<file path="src/common/apple1_pkg.sv">
// shared bus, register map and state types; addresses follow the Apple 1 PIA at D010 to D012
`default_nettype none

package apple1_pkg;

    //////////////////////////////
    // register map
    //////////////////////////////

    // keyboard data, bit 7 always set once a key is stored
    localparam logic [15:0] kbd_addr   = 16'hd010;
    // keyboard control, bit 7 is the key strobe
    localparam logic [15:0] kbdcr_addr = 16'hd011;
    // display data, bit 7 reads back as busy
    localparam logic [15:0] dsp_addr   = 16'hd012;

    // carriage return is the only accepted control code
    localparam logic [7:0] char_cr = 8'h0d;

    //////////////////////////////
    // bus and state types
    //////////////////////////////

    // request from master to adapter, held stable while req is high
    typedef struct packed {
        logic [15:0] addr;
        logic        write;
        logic [7:0]  wdata;
    } bus_req_t;

    // echo loop; release_bus waits for ack to drop after each access
    typedef enum logic [2:0] {
        poll_cr,
        read_kbd,
        poll_dsp,
        write_dsp,
        release_bus
    } mon_state_t;

    typedef enum logic [1:0] {
        rx_st_idle,
        rx_st_start,
        rx_st_data,
        rx_st_stop
    } rx_state_t;

    typedef enum logic [1:0] {
        tx_st_idle,
        tx_st_start,
        tx_st_data,
        tx_st_stop
    } tx_state_t;

endpackage

`default_nettype wire
</file>
<file path="src/rtl/apple1_de0_top.sv">
// DE0 top for the Apple 1 terminal echo path; BUTTON[0] is reset, BUTTON[2:1] are unused
`default_nettype none

module apple1_de0_top
    import apple1_pkg::*;
#(
    // 115200 baud from 50 MHz
    parameter int clks_per_bit = 434
) (
    input  wire        CLOCK_50,
    input  wire  [2:0] BUTTON,
    input  wire        UART_RXD,
    output logic       UART_TXD,
    output logic       UART_CTS,
    output logic [7:0] LEDG,
    output logic [6:0] HEX0_D,
    output logic [6:0] HEX1_D,
    output logic [6:0] HEX2_D,
    output logic [6:0] HEX3_D
);

    logic       rst_n;
    logic [7:0] rx_data;
    logic       rx_valid;
    logic       key_drop;
    logic       req;
    bus_req_t   req_data;
    logic       ack;
    logic [7:0] rdata;
    logic [7:0] tx_data;
    logic       tx_start;
    logic       tx_busy;
    logic [7:0] last_char;
    logic [7:0] echo_count;
    logic       dsp_wr_q;
    logic [7:0] drop_cnt;

    assign rst_n    = BUTTON[0];
    // the host may always send
    assign UART_CTS = 1'b0;
    assign LEDG     = drop_cnt;

    //////////////////////////////
    // serial and bus
    //////////////////////////////

    uart_rx #(.clks_per_bit(clks_per_bit)) uart_rx_i (
        .CLOCK_50 (CLOCK_50),
        .rst_n    (rst_n),
        .rxd      (UART_RXD),
        .rx_data  (rx_data),
        .rx_valid (rx_valid)
    );

    uart_tx #(.clks_per_bit(clks_per_bit)) uart_tx_i (
        .CLOCK_50 (CLOCK_50),
        .rst_n    (rst_n),
        .tx_data  (tx_data),
        .tx_start (tx_start),
        .tx_busy  (tx_busy),
        .txd      (UART_TXD)
    );

    pia_6820 pia_i (
        .CLOCK_50 (CLOCK_50),
        .rst_n    (rst_n),
        .rx_data  (rx_data),
        .rx_valid (rx_valid),
        .key_drop (key_drop),
        .req      (req),
        .req_data (req_data),
        .ack      (ack),
        .rdata    (rdata),
        .tx_data  (tx_data),
        .tx_start (tx_start),
        .tx_busy  (tx_busy)
    );

    echo_monitor monitor_i (
        .CLOCK_50   (CLOCK_50),
        .rst_n      (rst_n),
        .req        (req),
        .req_data   (req_data),
        .ack        (ack),
        .rdata      (rdata),
        .last_char  (last_char),
        .echo_count (echo_count)
    );

    // display write strobe, one cycle late so last_char has settled
    always_ff @(posedge CLOCK_50 or negedge rst_n)
    begin
        if (!rst_n)
        begin
            dsp_wr_q <= 1'b0;
            drop_cnt <= 8'h00;
        end
        else
        begin
            dsp_wr_q <= req && ack && req_data.write && req_data.addr == dsp_addr;
            if (key_drop)
                drop_cnt <= drop_cnt + 8'd1;
        end
    end

    //////////////////////////////
    // digits
    //////////////////////////////

    segment_display seg0_i (.CLOCK_50(CLOCK_50), .rst_n(rst_n), .latch(dsp_wr_q),
                            .hexdigit(last_char[3:0]), .segments(HEX0_D));
    segment_display seg1_i (.CLOCK_50(CLOCK_50), .rst_n(rst_n), .latch(dsp_wr_q),
                            .hexdigit(last_char[7:4]), .segments(HEX1_D));
    segment_display seg2_i (.CLOCK_50(CLOCK_50), .rst_n(rst_n), .latch(dsp_wr_q),
                            .hexdigit(echo_count[3:0]), .segments(HEX2_D));
    segment_display seg3_i (.CLOCK_50(CLOCK_50), .rst_n(rst_n), .latch(dsp_wr_q),
                            .hexdigit(echo_count[7:4]), .segments(HEX3_D));

endmodule

`default_nettype wire

</file>
<file path="src/rtl/segment_display.sv">
// hex digit to DE0 seven-segment pattern, active low, shows 0 after reset
`default_nettype none

module segment_display (
    input  wire        CLOCK_50,
    input  wire        rst_n,
    input  wire        latch,
    input  wire  [3:0] hexdigit,
    output logic [6:0] segments
);

    logic [6:0] pattern;

    // bit order g f e d c b a
    always_comb
    begin
        case (hexdigit)
            4'h0: pattern = 7'h40;
            4'h1: pattern = 7'h79;
            4'h2: pattern = 7'h24;
            4'h3: pattern = 7'h30;
            4'h4: pattern = 7'h19;
            4'h5: pattern = 7'h12;
            4'h6: pattern = 7'h02;
            4'h7: pattern = 7'h78;
            4'h8: pattern = 7'h00;
            4'h9: pattern = 7'h10;
            4'ha: pattern = 7'h08;
            4'hb: pattern = 7'h03;
            4'hc: pattern = 7'h46;
            4'hd: pattern = 7'h21;
            4'he: pattern = 7'h06;
            default: pattern = 7'h0e;
        endcase
    end

    always_ff @(posedge CLOCK_50 or negedge rst_n)
    begin
        if (!rst_n)
            segments <= 7'h40;
        else if (latch)
            segments <= pattern;
    end

endmodule

`default_nettype wire

</file>
<file path="src/rtl/echo_monitor.sv">
// stand-in for the Woz monitor echo loop; talks to one slave over a four-phase req/ack bus
`default_nettype none

module echo_monitor
    import apple1_pkg::*;
(
    input  wire        CLOCK_50,
    input  wire        rst_n,
    output logic       req,
    output bus_req_t   req_data,
    input  wire        ack,
    input  wire  [7:0] rdata,
    output logic [7:0] last_char,
    output logic [7:0] echo_count
);

    mon_state_t state;
    mon_state_t ret_state;
    logic [7:0] key;

    // request follows the state, so it cannot move while req is high
    always_comb
    begin
        req_data.write = 1'b0;
        req_data.wdata = 8'h00;
        case (state)
            read_kbd:
                req_data.addr = kbd_addr;
            poll_dsp:
                req_data.addr = dsp_addr;
            write_dsp:
            begin
                req_data.addr  = dsp_addr;
                req_data.write = 1'b1;
                req_data.wdata = {1'b0, key[6:0]};
            end
            default:
                req_data.addr = kbdcr_addr;
        endcase
    end

    always_ff @(posedge CLOCK_50 or negedge rst_n)
    begin
        if (!rst_n)
        begin
            state      <= poll_cr;
            ret_state  <= poll_cr;
            req        <= 1'b0;
            last_char  <= 8'h00;
            echo_count <= 8'h00;
        end
        else if (state == release_bus)
        begin
            // wait for the slave to drop ack
            if (!ack)
                state <= ret_state;
        end
        else if (!req)
        begin
            req <= 1'b1;
        end
        else if (ack)
        begin
            req   <= 1'b0;
            state <= release_bus;
            case (state)
                // strobe set means a key is waiting
                poll_cr:
                    ret_state <= rdata[7] ? read_kbd : poll_cr;
                read_kbd:
                    ret_state <= poll_dsp;
                poll_dsp:
                    ret_state <= rdata[7] ? poll_dsp : write_dsp;
                default:
                begin
                    ret_state  <= poll_cr;
                    last_char  <= {1'b0, key[6:0]};
                    echo_count <= echo_count + 8'd1;
                end
            endcase
        end
    end

    always_ff @(posedge CLOCK_50)
    begin
        if (state == read_kbd && req && ack)
            key <= rdata;
    end

    a_req_stable: assert property (@(posedge CLOCK_50) disable iff (!rst_n)
        req && $past(req) |-> $stable(req_data));

endmodule

`default_nettype wire

</file>
<file path="src/rtl/pia_6820.sv">
// keyboard and display ports of an Apple 1 style PIA; only 0x20..0x7E and CR are kept as keys
`default_nettype none

module pia_6820
    import apple1_pkg::*;
(
    input  wire        CLOCK_50,
    input  wire        rst_n,
    input  wire  [7:0] rx_data,
    input  wire        rx_valid,
    output logic       key_drop,
    input  wire        req,
    input  bus_req_t   req_data,
    output logic       ack,
    output logic [7:0] rdata,
    output logic [7:0] tx_data,
    output logic       tx_start,
    input  wire        tx_busy
);

    logic [7:0] kbd_reg;
    logic [7:0] dsp_reg;
    logic [7:0] folded;
    logic       strobe;
    logic       dsp_pending;
    logic       dsp_busy;
    logic       accept;
    logic       lower;
    logic       access;

    //////////////////////////////
    // key filter
    //////////////////////////////

    assign accept = (rx_data >= 8'h20 && rx_data <= 8'h7e) || rx_data == char_cr;
    assign lower  = (rx_data >= 8'h61 && rx_data <= 8'h7a);
    // apple 1 has upper case only
    assign folded = lower ? rx_data - 8'h20 : rx_data;

    // first cycle of a bus access
    assign access   = req && !ack;
    // busy also covers a byte still on its way into the transmitter
    assign dsp_busy = tx_busy | dsp_pending | tx_start;
    assign tx_data  = dsp_reg;

    always_ff @(posedge CLOCK_50 or negedge rst_n)
    begin
        if (!rst_n)
        begin
            strobe      <= 1'b0;
            key_drop    <= 1'b0;
            ack         <= 1'b0;
            dsp_pending <= 1'b0;
            tx_start    <= 1'b0;
        end
        else
        begin
            key_drop <= rx_valid && !accept;
            tx_start <= 1'b0;
            // hand the display byte over once the transmitter is free
            if (dsp_pending && !tx_busy && !tx_start)
            begin
                tx_start    <= 1'b1;
                dsp_pending <= 1'b0;
            end
            // four-phase handshake where ack follows req by one cycle
            if (access)
            begin
                ack <= 1'b1;
                if (req_data.write && req_data.addr == dsp_addr)
                    dsp_pending <= 1'b1;
                if (!req_data.write && req_data.addr == kbd_addr)
                    strobe <= 1'b0;
            end
            else if (!req && ack)
            begin
                ack <= 1'b0;
            end
            // a new key wins over a clearing read in the same cycle
            if (rx_valid && accept)
                strobe <= 1'b1;
        end
    end

    //////////////////////////////
    // data registers
    //////////////////////////////

    always_ff @(posedge CLOCK_50)
    begin
        // overwrites an unread key like the Apple 1 PIA
        if (rx_valid && accept)
            kbd_reg <= {1'b1, folded[6:0]};
        if (access && req_data.write && req_data.addr == dsp_addr)
            dsp_reg <= req_data.wdata;
        // rdata holds while ack is high
        if (access)
        begin
            case (req_data.addr)
                kbd_addr:   rdata <= kbd_reg;
                kbdcr_addr: rdata <= {strobe, 7'b0};
                dsp_addr:   rdata <= {dsp_busy, dsp_reg[6:0]};
                default:    rdata <= 8'h00;
            endcase
        end
    end

    a_ack_rise: assert property (@(posedge CLOCK_50) disable iff (!rst_n)
        $rose(ack) |-> req);
    // master must not start the next access before ack has dropped
    a_ack_fall: assert property (@(posedge CLOCK_50) disable iff (!rst_n)
        $fell(ack) |-> !req);

endmodule

`default_nettype wire

</file>
<file path="src/uart/uart_tx.sv">
// 8N1 transmitter; tx_data is captured on tx_start and a frame takes 10 x clks_per_bit cycles
`default_nettype none

module uart_tx
    import apple1_pkg::*;
#(
    parameter int clks_per_bit = 434
) (
    input  wire        CLOCK_50,
    input  wire        rst_n,
    input  wire  [7:0] tx_data,
    input  wire        tx_start,
    output logic       tx_busy,
    output logic       txd
);

    localparam int cw = $clog2(clks_per_bit);
    localparam logic [cw-1:0] full_cnt = cw'(clks_per_bit - 1);

    tx_state_t     state;
    logic [cw-1:0] cnt;
    logic [2:0]    bit_idx;
    logic [7:0]    shift;
    logic          bit_end;

    assign tx_busy = (state != tx_st_idle);
    assign bit_end = (cnt == full_cnt);

    always_ff @(posedge CLOCK_50 or negedge rst_n)
    begin
        if (!rst_n)
        begin
            state   <= tx_st_idle;
            cnt     <= '0;
            bit_idx <= '0;
            txd     <= 1'b1;
        end
        else
        begin
            cnt <= bit_end ? '0 : cnt + 1'b1;
            case (state)
                tx_st_idle:
                begin
                    cnt <= '0;
                    txd <= ~tx_start;
                    if (tx_start)
                        state <= tx_st_start;
                end
                tx_st_start:
                begin
                    if (bit_end)
                    begin
                        txd     <= shift[0];
                        bit_idx <= '0;
                        state   <= tx_st_data;
                    end
                end
                tx_st_data:
                begin
                    if (bit_end)
                    begin
                        bit_idx <= bit_idx + 1'b1;
                        // after bit 7 the line goes high for the stop bit
                        txd     <= (bit_idx == 3'd7) ? 1'b1 : shift[0];
                        if (bit_idx == 3'd7)
                            state <= tx_st_stop;
                    end
                end
                default:
                begin
                    if (bit_end)
                        state <= tx_st_idle;
                end
            endcase
        end
    end

    // shift register loads on start, then drops one bit per data bit
    always_ff @(posedge CLOCK_50)
    begin
        if (state == tx_st_idle && tx_start)
            shift <= tx_data;
        else if (bit_end && state != tx_st_idle && state != tx_st_stop)
            shift <= {1'b0, shift[7:1]};
    end

    // the adapter must wait for busy to clear before starting again
    a_no_start_busy: assert property (@(posedge CLOCK_50) disable iff (!rst_n)
        $rose(tx_start) |-> !tx_busy);

endmodule

`default_nettype wire

</file>
<file path="src/uart/uart_rx.sv">
// 8N1 receiver; clks_per_bit must be at least 4, frames with a low stop bit are dropped silently
`default_nettype none

module uart_rx
    import apple1_pkg::*;
#(
    parameter int clks_per_bit = 434
) (
    input  wire        CLOCK_50,
    input  wire        rst_n,
    input  wire        rxd,
    output logic [7:0] rx_data,
    output logic       rx_valid
);

    localparam int cw = $clog2(clks_per_bit);
    localparam logic [cw-1:0] full_cnt = cw'(clks_per_bit - 1);
    localparam logic [cw-1:0] half_cnt = cw'(clks_per_bit / 2 - 1);

    rx_state_t   state;
    logic [1:0]  sync;
    logic [cw-1:0] cnt;
    logic [2:0]  bit_idx;
    logic [7:0]  shift;
    logic        rxd_s;

    // two flops against metastability on the pin
    assign rxd_s   = sync[1];
    // byte stays put until the next frame starts shifting
    assign rx_data = shift;

    always_ff @(posedge CLOCK_50 or negedge rst_n)
    begin
        if (!rst_n)
        begin
            sync     <= 2'b11;
            state    <= rx_st_idle;
            cnt      <= '0;
            bit_idx  <= '0;
            rx_valid <= 1'b0;
        end
        else
        begin
            sync     <= {sync[0], rxd};
            rx_valid <= 1'b0;
            cnt      <= cnt + 1'b1;
            case (state)
                rx_st_idle:
                begin
                    cnt <= '0;
                    // falling edge marks a start bit
                    if (!rxd_s)
                        state <= rx_st_start;
                end
                rx_st_start:
                begin
                    // recheck at mid start bit, a glitch goes back to idle
                    if (cnt == half_cnt)
                    begin
                        cnt     <= '0;
                        bit_idx <= '0;
                        state   <= rxd_s ? rx_st_idle : rx_st_data;
                    end
                end
                rx_st_data:
                begin
                    if (cnt == full_cnt)
                    begin
                        cnt     <= '0;
                        bit_idx <= bit_idx + 1'b1;
                        if (bit_idx == 3'd7)
                            state <= rx_st_stop;
                    end
                end
                default:
                begin
                    // mid stop bit, pulse only on a proper high stop
                    if (cnt == full_cnt)
                    begin
                        rx_valid <= rxd_s;
                        state    <= rx_st_idle;
                    end
                end
            endcase
        end
    end

    // lsb first, so shift in from the top
    always_ff @(posedge CLOCK_50)
    begin
        if (state == rx_st_data && cnt == full_cnt)
            shift <= {rxd_s, shift[7:1]};
    end

endmodule

`default_nettype wire

</file>
<file path="config.mk">
export PLATFORM = sky130hd
export DESIGN_NAME = apple1_de0_top
export DESIGN_NICKNAME = d
export VERILOG_FILES = /design/src/common/apple1_pkg.sv /design/src/rtl/apple1_de0_top.sv /design/src/rtl/segment_display.sv /design/src/rtl/echo_monitor.sv /design/src/rtl/pia_6820.sv /design/src/uart/uart_tx.sv /design/src/uart/uart_rx.sv
export SDC_FILE = /design/constraint.sdc
export NUM_CORES = 1
export LEC_CHECK = 0
export ABC_AREA = 1
export BUFFER_PORTS_ARGS = -buffer_cell sky130_fd_sc_hd__buf_2
export CORE_MARGIN = 8
export CORE_UTILIZATION = 50
export CTS_CLUSTER_SIZE = 12
export DETAILED_ROUTE_END_ITERATION = 12
export HOLD_SLACK_MARGIN = 0.1
export PLACE_DENSITY = 0.69
export SLEW_MARGIN = 10
export SYNTH_ARGS = -nofsm -noshare
export SYNTH_HDL_FRONTEND = slang
export SYNTH_SLANG_ARGS = --single-unit
</file>
<file path="constraint.sdc">
create_clock -name CLOCK_50 -period 3.02 [get_ports CLOCK_50]
set_input_delay 0.302 -clock CLOCK_50 [delete_from_list [all_inputs] [get_ports CLOCK_50]]
set_output_delay 0.302 -clock CLOCK_50 [all_outputs]
set_load 0.01 [all_outputs]
</file>
# Word-level counts from Yosys, hierarchy flattened

Memories as Yosys holds them, arrays and structs flattened. A register that Yosys moved wholly into a read port is not among the register bits.
Cells that the tools add are included.

Add/sub/neg operators: 7
$lt $le $gt $ge: 4
Equality and inequality tests: 27
Multiplexer cells: 54
Bitwise gates (word level): 5
Reductions and logical operators: 59

Operators with widths:

| cell                                                | number |
|---|---|
| equality test 16 bit, second input constant         | 3 |
| two-way mux 9 bit                                   | 5 |
| case mux 9 bit (3 select lines)                     | 1 |
| two-way mux 3 bit                                   | 8 |
| case mux 8 bit (3 select lines)                     | 1 |
| two-way mux 2 bit                                   | 11 |
| logical AND 1 bit                                   | 21 |
| nonzero test 2 bit                                  | 10 |
| adder 9 x 1 -> 9 bit, second input constant         | 2 |
| equality test 9 bit, second input constant          | 2 |
| two-way mux 1 bit                                   | 18 |
| adder 8 x 1 -> 8 bit, second input constant         | 2 |
| <= comparator 8 x 7 -> 1 bit, second input constant | 2 |
| two-way mux 8 bit                                   | 2 |
| AND reduction 3 bit                                 | 5 |
| != test 2 x 1 -> 1 bit, second input constant       | 7 |
| case mux 2 bit (3 select lines)                     | 2 |
| case mux 3 bit (2 select lines)                     | 2 |
| logical NOT 1 bit                                   | 10 |
| AND reduction 5 bit                                 | 2 |
| equality test 3 bit, second input constant          | 3 |
| equality test 9 x 8 -> 1 bit, second input constant | 1 |
| case mux 3 bit (3 select lines)                     | 1 |
| equality test 8 x 4 -> 1 bit, second input constant | 1 |
| 22 further kinds                                    | 34 |

Flip-flop bits (word level): 114
Memory bits (read-only): 448
Input bits: 5
Output and inout port bits: 38
Memories: 4

Memory list:

| name             | depth | bits a word | read ports | clocked after memory_dff | write ports | line                  | source |
|---|---|---|---|---|---|---|---|
| (name not given) | 16    | 7           | 1          | 1                        | 0           | segment_display.sv:17 | `case (hexdigit)` |
| (name not given) | 16    | 7           | 1          | 1                        | 0           | segment_display.sv:17 |  |
| (name not given) | 16    | 7           | 1          | 1                        | 0           | segment_display.sv:17 |  |
| (name not given) | 16    | 7           | 1          | 1                        | 0           | segment_display.sv:17 |  |

# Longest topological paths before layout

Gate-level depths: netlist (run 1).

Depth after elaboration: 8
Depth in mapped cells: 9
Mapped depth without buffers: 9

# By module

A second synthesis (run 1) with hierarchy kept.

Cell total of the unflattened synthesis: 955
Area total of the unflattened synthesis: 7,960.1 sq um

By module, submodules not included:

| module                        | times used | cells each | area each (sq um) | sequential area each (sq um) |
|---|---|---|---|---|
| echo_monitor                  | 1          | 179        | 1,440.1           | 735.7 |
| pia_6820                      | 1          | 156        | 1,427.6           | 815.8 |
| uart_rx                       | 1          | 134        | 1,208.7           | 668.1 |
| uart_tx                       | 1          | 119        | 1,172.4           | 616.8 |
| segment_display at seg0_i ... | 2          | 75         | 563.0             | 176.4 |
| segment_display at seg1_i     | 1          | 74         | 558.0             | 176.4 |
| segment_display at seg2_i     | 1          | 74         | 514.2             | 176.4 |
| apple1_de0_top                | 1          | 69         | 513.0             | 225.2 |

# Worst setup path after synthesis (run 1)

No wires, ideal clock.

Path type: register -> register
Start: reg uart_tx_i.state[0]
End: reg uart_tx_i.shift[0] (enable)
Library setup time: 0.381 ns
Arrival time: 1.440 ns
Setup slack: 1.200 ns
Cell stages (with the launch flop): 6
Cells stage by stage: dfrtp_1 -> inv_1 -> ha_1 -> inv_1 -> nand3_1 -> o21ai_0

Longest elaborated chain between the ends: 4

RTL lines:

| element                                 | line          | source |
|---|---|---|
| start: declaration                      | uart_tx.sv:20 | `tx_state_t state;` |
| start signal: assignment                | uart_tx.sv:33 | `state <= tx_st_idle;` |
| start signal: assignment                | uart_tx.sv:47 | `state <= tx_st_start;` |
| start signal: assignment                | uart_tx.sv:55 | `state <= tx_st_data;` |
| nonzero test 2 bit                      | uart_tx.sv:83 | `else if (bit_end && state != tx_st_idle && state != tx_st_stop)` |
| logical AND 1 bit (2 in a row)          | uart_tx.sv:83 |  |
| nonzero test 2 bit (no source line) (*) | --            |  |
| end signal: assignment                  | uart_tx.sv:82 | `shift <= tx_data;` |
| end signal: assignment                  | uart_tx.sv:84 | `shift <= {1'b0, shift[7:1]};` |
| end: declaration                        | uart_tx.sv:23 | `logic [7:0] shift;` |

Mark *: on every way between the ends. The rest lies on a longest branch, timed or not.
A chain may end at the register's enable or synchronous reset.

# Worst setup path after layout (run 1)

Start: reg pia_i.ack
End: reg pia_i.dsp_reg[3], in the netlist pia_i.tx_data[3] (enable)

Longest elaborated chain between the ends: 4

RTL lines:

| element                        | line           | source |
|---|---|---|
| start: declaration             | pia_6820.sv:14 | `output logic ack,` |
| start signal: assignment       | pia_6820.sv:52 | `ack <= 1'b0;` |
| start signal: assignment       | pia_6820.sv:69 | `ack <= 1'b1;` |
| start signal: assignment       | pia_6820.sv:77 | `ack <= 1'b0;` |
| logical NOT 1 bit              | --             |  |
| logical AND 1 bit              | pia_6820.sv:41 | `assign access = req && !ack;` |
| via pia_i.access               | pia_6820.sv:29 | `logic access;` |
| logical AND 1 bit (2 in a row) | pia_6820.sv:94 | `if (access && req_data.write && req_data.addr == dsp_addr)` |
| end signal: assignment         | pia_6820.sv:95 | `dsp_reg <= req_data.wdata;` |
| end: declaration               | pia_6820.sv:22 | `logic [7:0] dsp_reg;` |

The timed path passes the listed nets, and every way through them passes these cells.

==> flow_summary.json, run 1 <==
{
  "outcome": "finished, final reports clean",
  "yosysTopAreaCell": "dfrtp_1",
  "cts_made_buffers": 17,
  "grt-ovfl-total": 0,
  "ys.flop_type": "dfrtp_1",
  "netlist_instances": 726,
  "hold_path_class": "register to register",
  "dp_cells": 935,
  "stdcell_count": 969,
  "p_leak_nw": 3.83,
  "vias": 4941,
  "crit_start": "pia_i.ack",
  "min_period_ps": 1930,
  "pre_cts_ws_ps": 1050,
  "port_buffers": 39,
  "fp.coreArea_mm2": 0.0137,
  "yosysTopAreaCellShare": 0.321,
  "worst_slew_pin_slew_ps": 638,
  "cts_setup_buffers": 0,
  "htreeDepth": 4,
  "irDropWorstVdd_mv": 0.348,
  "synth.ff_latch_count": 139,
  "vias_per_cell": 5.10,
  "die_y_um": 133,
  "synth.distinct_cells": 43,
  "cts_sinks": 139,
  "fin_crit_sh": 0.639,
  "cts_resized": 0,
  "async_reset_ff_frac": 0.683,
  "met2WireLength_mm": 6.14,
  "fin_util": 0.573,
  "fin_nets": 826,
  "cap_violations": 0,
  "rows": 43,
  "grt_pass1_wl_mm": 21.9,
  "start_util": 0.502,
  "layout-drive-gt1-share": 0.147,
  "setup_ws_ps": 1090,
  "netlist_area_mm2": 0.00686,
  "rr_startpoint": "pia_i.ack",
  "track_usage": 0.149,
  "reg_top3": "uart_rx_i.cnt (9), uart_tx_i.cnt (9)",
  "num_antenna_cells": 0,
  "relSlewSlack": 0.573,
  "ys_seq_area_frac": 0.540,
  "clk_latency_ps": 420,
  "finalWeightedCongestion": 0.890,
  "die_x_um": 133,
  "ys_warn_count": 0,
  "drt_iter0_drc": 300,
  "die_area_mm2": 0.0177,
  "hold_buffers": 2,
  "setup.worst_path.class": "register to register",
  "highest_layer": "met4",
  "hold_violations": 0,
  "hold_depth": 0,
  "remaining_drc_errors": 0,
  "tritoncts": "done",
  "antenna_found_initial": 0,
  "hpwlAfterDp_mm": 8.88,
  "avgSynthCellArea_um2": 9.45,
  "syn_to_final_growth_pct": 14.2,
  "drt_wl_total_mm": 12.5,
  "cp-start-kind": "register",
  "ant_nets": 0,
  "fin_hold_ws_ps": 357,
  "required_ps": 3070,
  "drt-wirelength-per-cell_um": 12.9,
  "dr_wl_met3_um": 568,
  "num_io_pins": 43,
  "final_max_slew_viol_count": 0,
  "clk_pin_slew_ps": 60,
  "setup_viol": 0,
  "ff2ff_setup_slack_ps": 1090,
  "syn_nets": 776,
  "worstPathArrival_ps": 1980,
  "tns_ps": 0,
  "grt_max_degree": 47,
  "n_fill_cell": 1163,
  "rsz0062_at_grt": "no",
  "yosys-top-cells-area": "dfrtp_1, edfxtp_1, nand2_1",
  "end_kind": "register",
  "wl_met1_mm": 5.63,
  "worstPathMaxFanout": 9,
  "fin_skew_ps": 9.42,
  "timing.fmax_ghz": 0.519,
  "clock_path_buffers": 2,
  "worst_r2r_path_depth": 4,
  "cts-root-buf": "clkbuf_16",
  "drtPass1Iterations": 5,
  "grt_pass1_vias": 4985,
  "synth-edff-count": 44,
  "p_per_area_mw_per_mm2": 505,
  "min_from": "uart_rx_i.sync[0]"
}
[worst max-delay path, stage by stage (launching register included)]
cell and delay (ps):
dfrtp_1 400, inv_1 100, ha_1 390, inv_1 140, nor2_1 530
[kinds of logic (layout without fill, tap and decap cells)]
family / count (synthesis) / after routing / synth area share
other cells: 1 / 1 / 0.000547
simple gates: 297 / 297 / 0.190
compound gates: 115 / 115 / 0.101
buf+inv: 114 / 177 / 0.0666
flops: 139 / 139 / 0.540
mux: 1 / 1 / 0.00164
xor+xnor: 14 / 14 / 0.0179
fa+ha+maj: 45 / 45 / 0.0821
[where the power goes]
part / internal (mW) / total (mW) / switching [mW]
combinational: 0.00598 / 0.0323 / 0.0264
sequential: 1.94 / 1.94 / 0.000872
clock: 1.22 / 1.99 / 0.770
total: 3.16 / 3.96 / 0.797
[synthesized netlist by cell type, types with 2 or more instances]
library cell    n
o211ai_1        9
dfrtp_1        88
clkbuf_1        4
nand2_4         2
o22ai_1         9
buf_6           2
a21oi_1        22
nand3b_1        2
nand3_1        44
buf_2           8
o21ai_0        43
nand2_1       151
o21bai_1        4
o21ai_2        11
or2_2           5
o21ai_1         3
a22o_1          4
nand4_1        13
a31oi_1         7
edfxtp_1       44
ha_1           45
inv_2           2
xor2_1          9
dfstp_2         7
inv_1          95
nand2_2         5
nor2_2          3
xnor2_1         5
nor3_1          4
nor2_1         63
[layer usage]
layer / vias up / GRT usage
met5: - / 0
li1: 2488 / -
met3: 21 / 0.0459
met4: 0 / 0.0580
met2: 103 / 0.252
met1: 2329 / 0.173
[worst paths after layout]
| kind | endpoint |
|---|---|
| max | pia_i.tx_data[3] |
| min | uart_rx_i.sync[1] |
| max reg2reg | pia_i.tx_data[3] |
| min reg2reg | uart_rx_i.sync[1] |
| max in group asynchronous | uart_tx_i.txd |
| min in group asynchronous | uart_tx_i.cnt[3] |
[stage by stage]
step / area [um2] / total power, mW
after global routing: 7830 / 4.08
after floorplan: 6860 / 1.98
final: 7830 / 3.96
after global placement: 7240 / 2.01
after CTS: 7830 / 4.00
after detailed placement: 7240 / 2.01
[placed cells by master (no fill, tap or decap), types with 9 or more instances in the layout]
| cell type | Yosys | final |
|---|---|---|
| o21ai_0 | 43 | 43 |
| o211ai_1 | 9 | 9 |
| edfxtp_1 | 44 | 44 |
| buf_2 | 8 | 38 |
| nor2_1 | 63 | 63 |
| nand2_1 | 151 | 151 |
| nand4_1 | 13 | 13 |
| a21oi_1 | 22 | 22 |
| ha_1 | 45 | 45 |
| dfrtp_1 | 88 | 88 |
| nand3_1 | 44 | 44 |
| clkbuf_16 | 0 | 17 |
| o21ai_2 | 11 | 11 |
| inv_1 | 95 | 95 |
| o22ai_1 | 9 | 9 |
| xor2_1 | 9 | 9 |
[cell type report]
class | count | area, um2 | area share
clock buffer | 22 | 484 | 0.0618
timing repair buffer | 47 | 263 | 0.0335
clock inverter | 10 | 90.1 | 0.0115
tap | 180 | 225 | 0.0288
multi-input combinational | 473 | 2700 | 0.344
sequential | 139 | 3710 | 0.473
inverter | 98 | 368 | 0.0470
(Power assumes the default switching activity.)
==> run 2, diff against run 1 <==
--- a/config.mk
+++ b/config.mk
@@ -5,7 +5,7 @@
 export SDC_FILE = /design/constraint.sdc
 export NUM_CORES = 1
 export LEC_CHECK = 0
-export ABC_AREA = 1
+export ABC_AREA = 0
 export BUFFER_PORTS_ARGS = -buffer_cell sky130_fd_sc_hd__buf_2
 export CORE_MARGIN = 8
 export CORE_UTILIZATION = 50
==> constraint.sdc (replaced) <==
create_clock -name CLOCK_50 -period 2 [get_ports CLOCK_50]
set_input_delay 0.2 -clock CLOCK_50 [delete_from_list [all_inputs] [get_ports CLOCK_50]]
set_output_delay 0.2 -clock CLOCK_50 [all_outputs]
set_load 0.01 [all_outputs]
==> run 2 against run 1 <==
Net effect: register-to-register slack worse by 970 ps; sequential power up 51%; count of clock-buffer cells in the layout down 5; critical path type unchanged; maximum frequency up 2.8%; synthesized area down 1.1%; clock power up 84%; core utilization up 2.8 points; hold slack worse by 38 ps; clock skew about the same; design area up 1.7%.
==> flow_summary.json, run 2 <==
{
  "cts_sinks": 139,
  "timing.fmax_ghz": 0.533,
  "end_kind": "register",
  "synth.most_common_cell": "dfrtp_1",
  "vias": 4412,
  "drt_wl_total_mm": 12.2,
  "tns_ps": 0,
  "grt-ovfl-total": 0,
  "grt_pass1_vias": 4438,
  "clk_latency_ps": 420,
  "syn_nets": 647,
  "setup_viol": 0,
  "async_reset_ff_frac": 0.683,
  "num_antenna_cells": 0,
  "hpwlAfterDp_mm": 8.49,
  "ant_nets": 0,
  "ys.flop_type": "dfrtp_1",
  "yosys-top-cells-area": "dfrtp_1, edfxtp_1, ha_1",
  "multi_input_area_mm2": 0.00286,
  "fin_crit_sh": 0.938,
  "final_max_slew_viol_count": 0,
  "pwr-share-comb": 0.007,
  "vias_per_cell": 5.27,
  "relSlewSlack": 0.603,
  "yosysTopAreaCellShare": 0.325,
  "reg_top3": "uart_rx_i.cnt (9), uart_tx_i.cnt (9)",
  "worstPathArrival_ps": 2180,
  "place_area_mm2": 0.00724,
  "setup.worst_path.class": "register to register",
  "power_frac_seq": 0.441,
  "track_usage": 0.145,
  "p_int_mw": 5.40,
  "drtPass1Iterations": 4,
  "final_common_cell": "dfrtp_1",
  "required_ps": 2300,
  "avgSynthCellArea_um2": 11.4,
  "htreeDepth": 4,
  "clock_path_buffers": 2,
  "die_x_um": 132,
  "power_switching_mw": 1.24,
  "cts_made_buffers": 17,
  "crit_start": "monitor_i.echo_count[4]",
  "hold_violations": 0,
  "grt_max_degree": 52,
  "fp.coreArea_mm2": 0.0132,
  "worstPathMaxFanout": 9,
  "fin_skew_ps": 8.93,
  "drt_iter0_drc": 222,
  "cap_violations": 0,
  "ys_top_cells_by_count": "dfrtp_1, nor2_1, ha_1, edfxtp_1, a21oi_1",
  "layout-drive-gt1-share": 0.204,
  "die_y_um": 132,
  "die_area_mm2": 0.0175,
  "remaining_drc_errors": 0,
  "final_cell_mix": "dfrtp_1, nor2_1, ha_1, edfxtp_1, a21oi_1",
  "clk_pin_slew_ps": 60,
  "regArea_mm2": 0.00371,
  "outcome": "finished, final reports clean",
  "grt_pass1_wl_mm": 21.0,
  "synth-edff-count": 44,
  "final_area_mm2": 0.00796,
  "ys_seq_area_frac": 0.547,
  "ys_warn_count": 0,
  "netlist_instances": 597,
  "fin_nets": 698,
  "tritoncts": "done",
  "p_sw_frac": 0.186,
  "cp-start-kind": "register",
  "syn_to_final_growth_pct": 17.4,
  "drt-wirelength-per-cell_um": 14.5,
  "rows": 42,
  "n_fill_cell": 1058,
  "num_io_pins": 43,
  "p_per_area_mw_per_mm2": 834,
  "cts-root-buf": "clkbuf_16",
  "irDropWorstVdd_mv": 0.595,
  "p_leak_nw": 3.41,
  "min_period_ps": 1880,
  "worst_slew_pin_slew_ps": 596,
  "netlist_area_mm2": 0.00678,
  "antenna_found_initial": 0,
  "start_util": 0.512,
  "synth.distinct_cells": 56,
  "finalWeightedCongestion": 0.779,
  "port_buffers": 39,
  "hold_path_class": "primary input to async pin",
  "rr_startpoint": "monitor_i.echo_count[4]",
  "clockPowerShare": 0.551,
  "rsz0062_at_grt": "no",
  "yosysTopAreaCell": "dfrtp_1",
  "synth.ff_latch_count": 139
}
[run 2: changes by cell type in the layout (fill, tap and decap cells not counted), moves of 15 or more]
cell,previous run,this run
o21ai_0,43,11
nand3_1,44,11
mux2_2,1,26
xnor2_1,5,20
inv_1,95,35
a21oi_1,22,41
nand2_1,151,36
[run 2: final cells by class]
cell class                 instances  area share
tap                              176      0.0277
inverter                          35      0.0165
clock buffer                      17      0.0534
sequential                       139       0.466
timing repair buffer              55      0.0437
clock inverter                    15      0.0341
multi-input combinational        400       0.359
[run 2: per-stage QoR]
step	hold WS [ps]	utilization	setup WS (ps)	std cells	power, mW
after global placement	221	0.547	141	803	3.03
after CTS	338	0.601	79.2	837	6.71
after detailed placement	241	0.547	94.9	803	3.03
final	319	0.601	124	837	6.64
after global routing	364	0.601	15.9	837	6.83
after floorplan	-95.6	-	16.0	597	2.98
[run 2: worst max-delay path: stages, from the launching register on]
cell     delay [ps]
dfrtp_1         520
inv_1           170
ha_1            320
inv_1            50
mux4_2          440
mux2_2          270
[run 2: routing by layer]
layer / GRT usage / up-vias / part of all wire
met3: 0.0397 / 17 / 0.037
met1: 0.170 / 2143 / 0.44
met2: 0.248 / 70 / 0.51
met4: 0.0543 / 0 / 0.013
met5: 0 / - / 0
li1: - / 2182 / -
[run 2: final timing paths]
kind	cells after the start	slack (ps)	to
max	5	120	seg3_i.segments[3]
min	2	320	seg1_i.segments[0]
max reg2reg	5	120	seg3_i.segments[3]
min reg2reg	0	350	uart_rx_i.sync[1]
max in group asynchronous	3	960	uart_rx_i.sync[0]
min in group CLOCK_50	0	350	uart_rx_i.sync[1]
[run 2: kinds of logic after synthesis]
kind of cell	count (synthesis)	synth area share
and+or+nand+nor	195	0.142
DFF	139	0.547
AOI/OAI and AO/OA	87	0.0819
buffers and inverters	58	0.0334
adders and majority gates	46	0.0845
muxes	41	0.0716
xor gates and xnor gates	30	0.0388
other	1	0.000553
[run 2: power by group through the flow]
stage	clock [mW]	sequential [mW]	combinational [mW]
final	3.66	2.93	0.0496
after global routing	3.84	2.93	0.0599
after CTS	3.73	2.93	0.0541
after detailed placement	0	2.98	0.0506
after global placement	0	2.98	0.0487
after floorplan	0	2.98	0.00256
[run 2: what timing repair did]
action                                 CTS  global route
endpoints found under the hold margin   37             0
hold buffers                             2             0
setup buffers                            0             0
setup endpoints to repair                0             8
gates resized for setup                  0             2
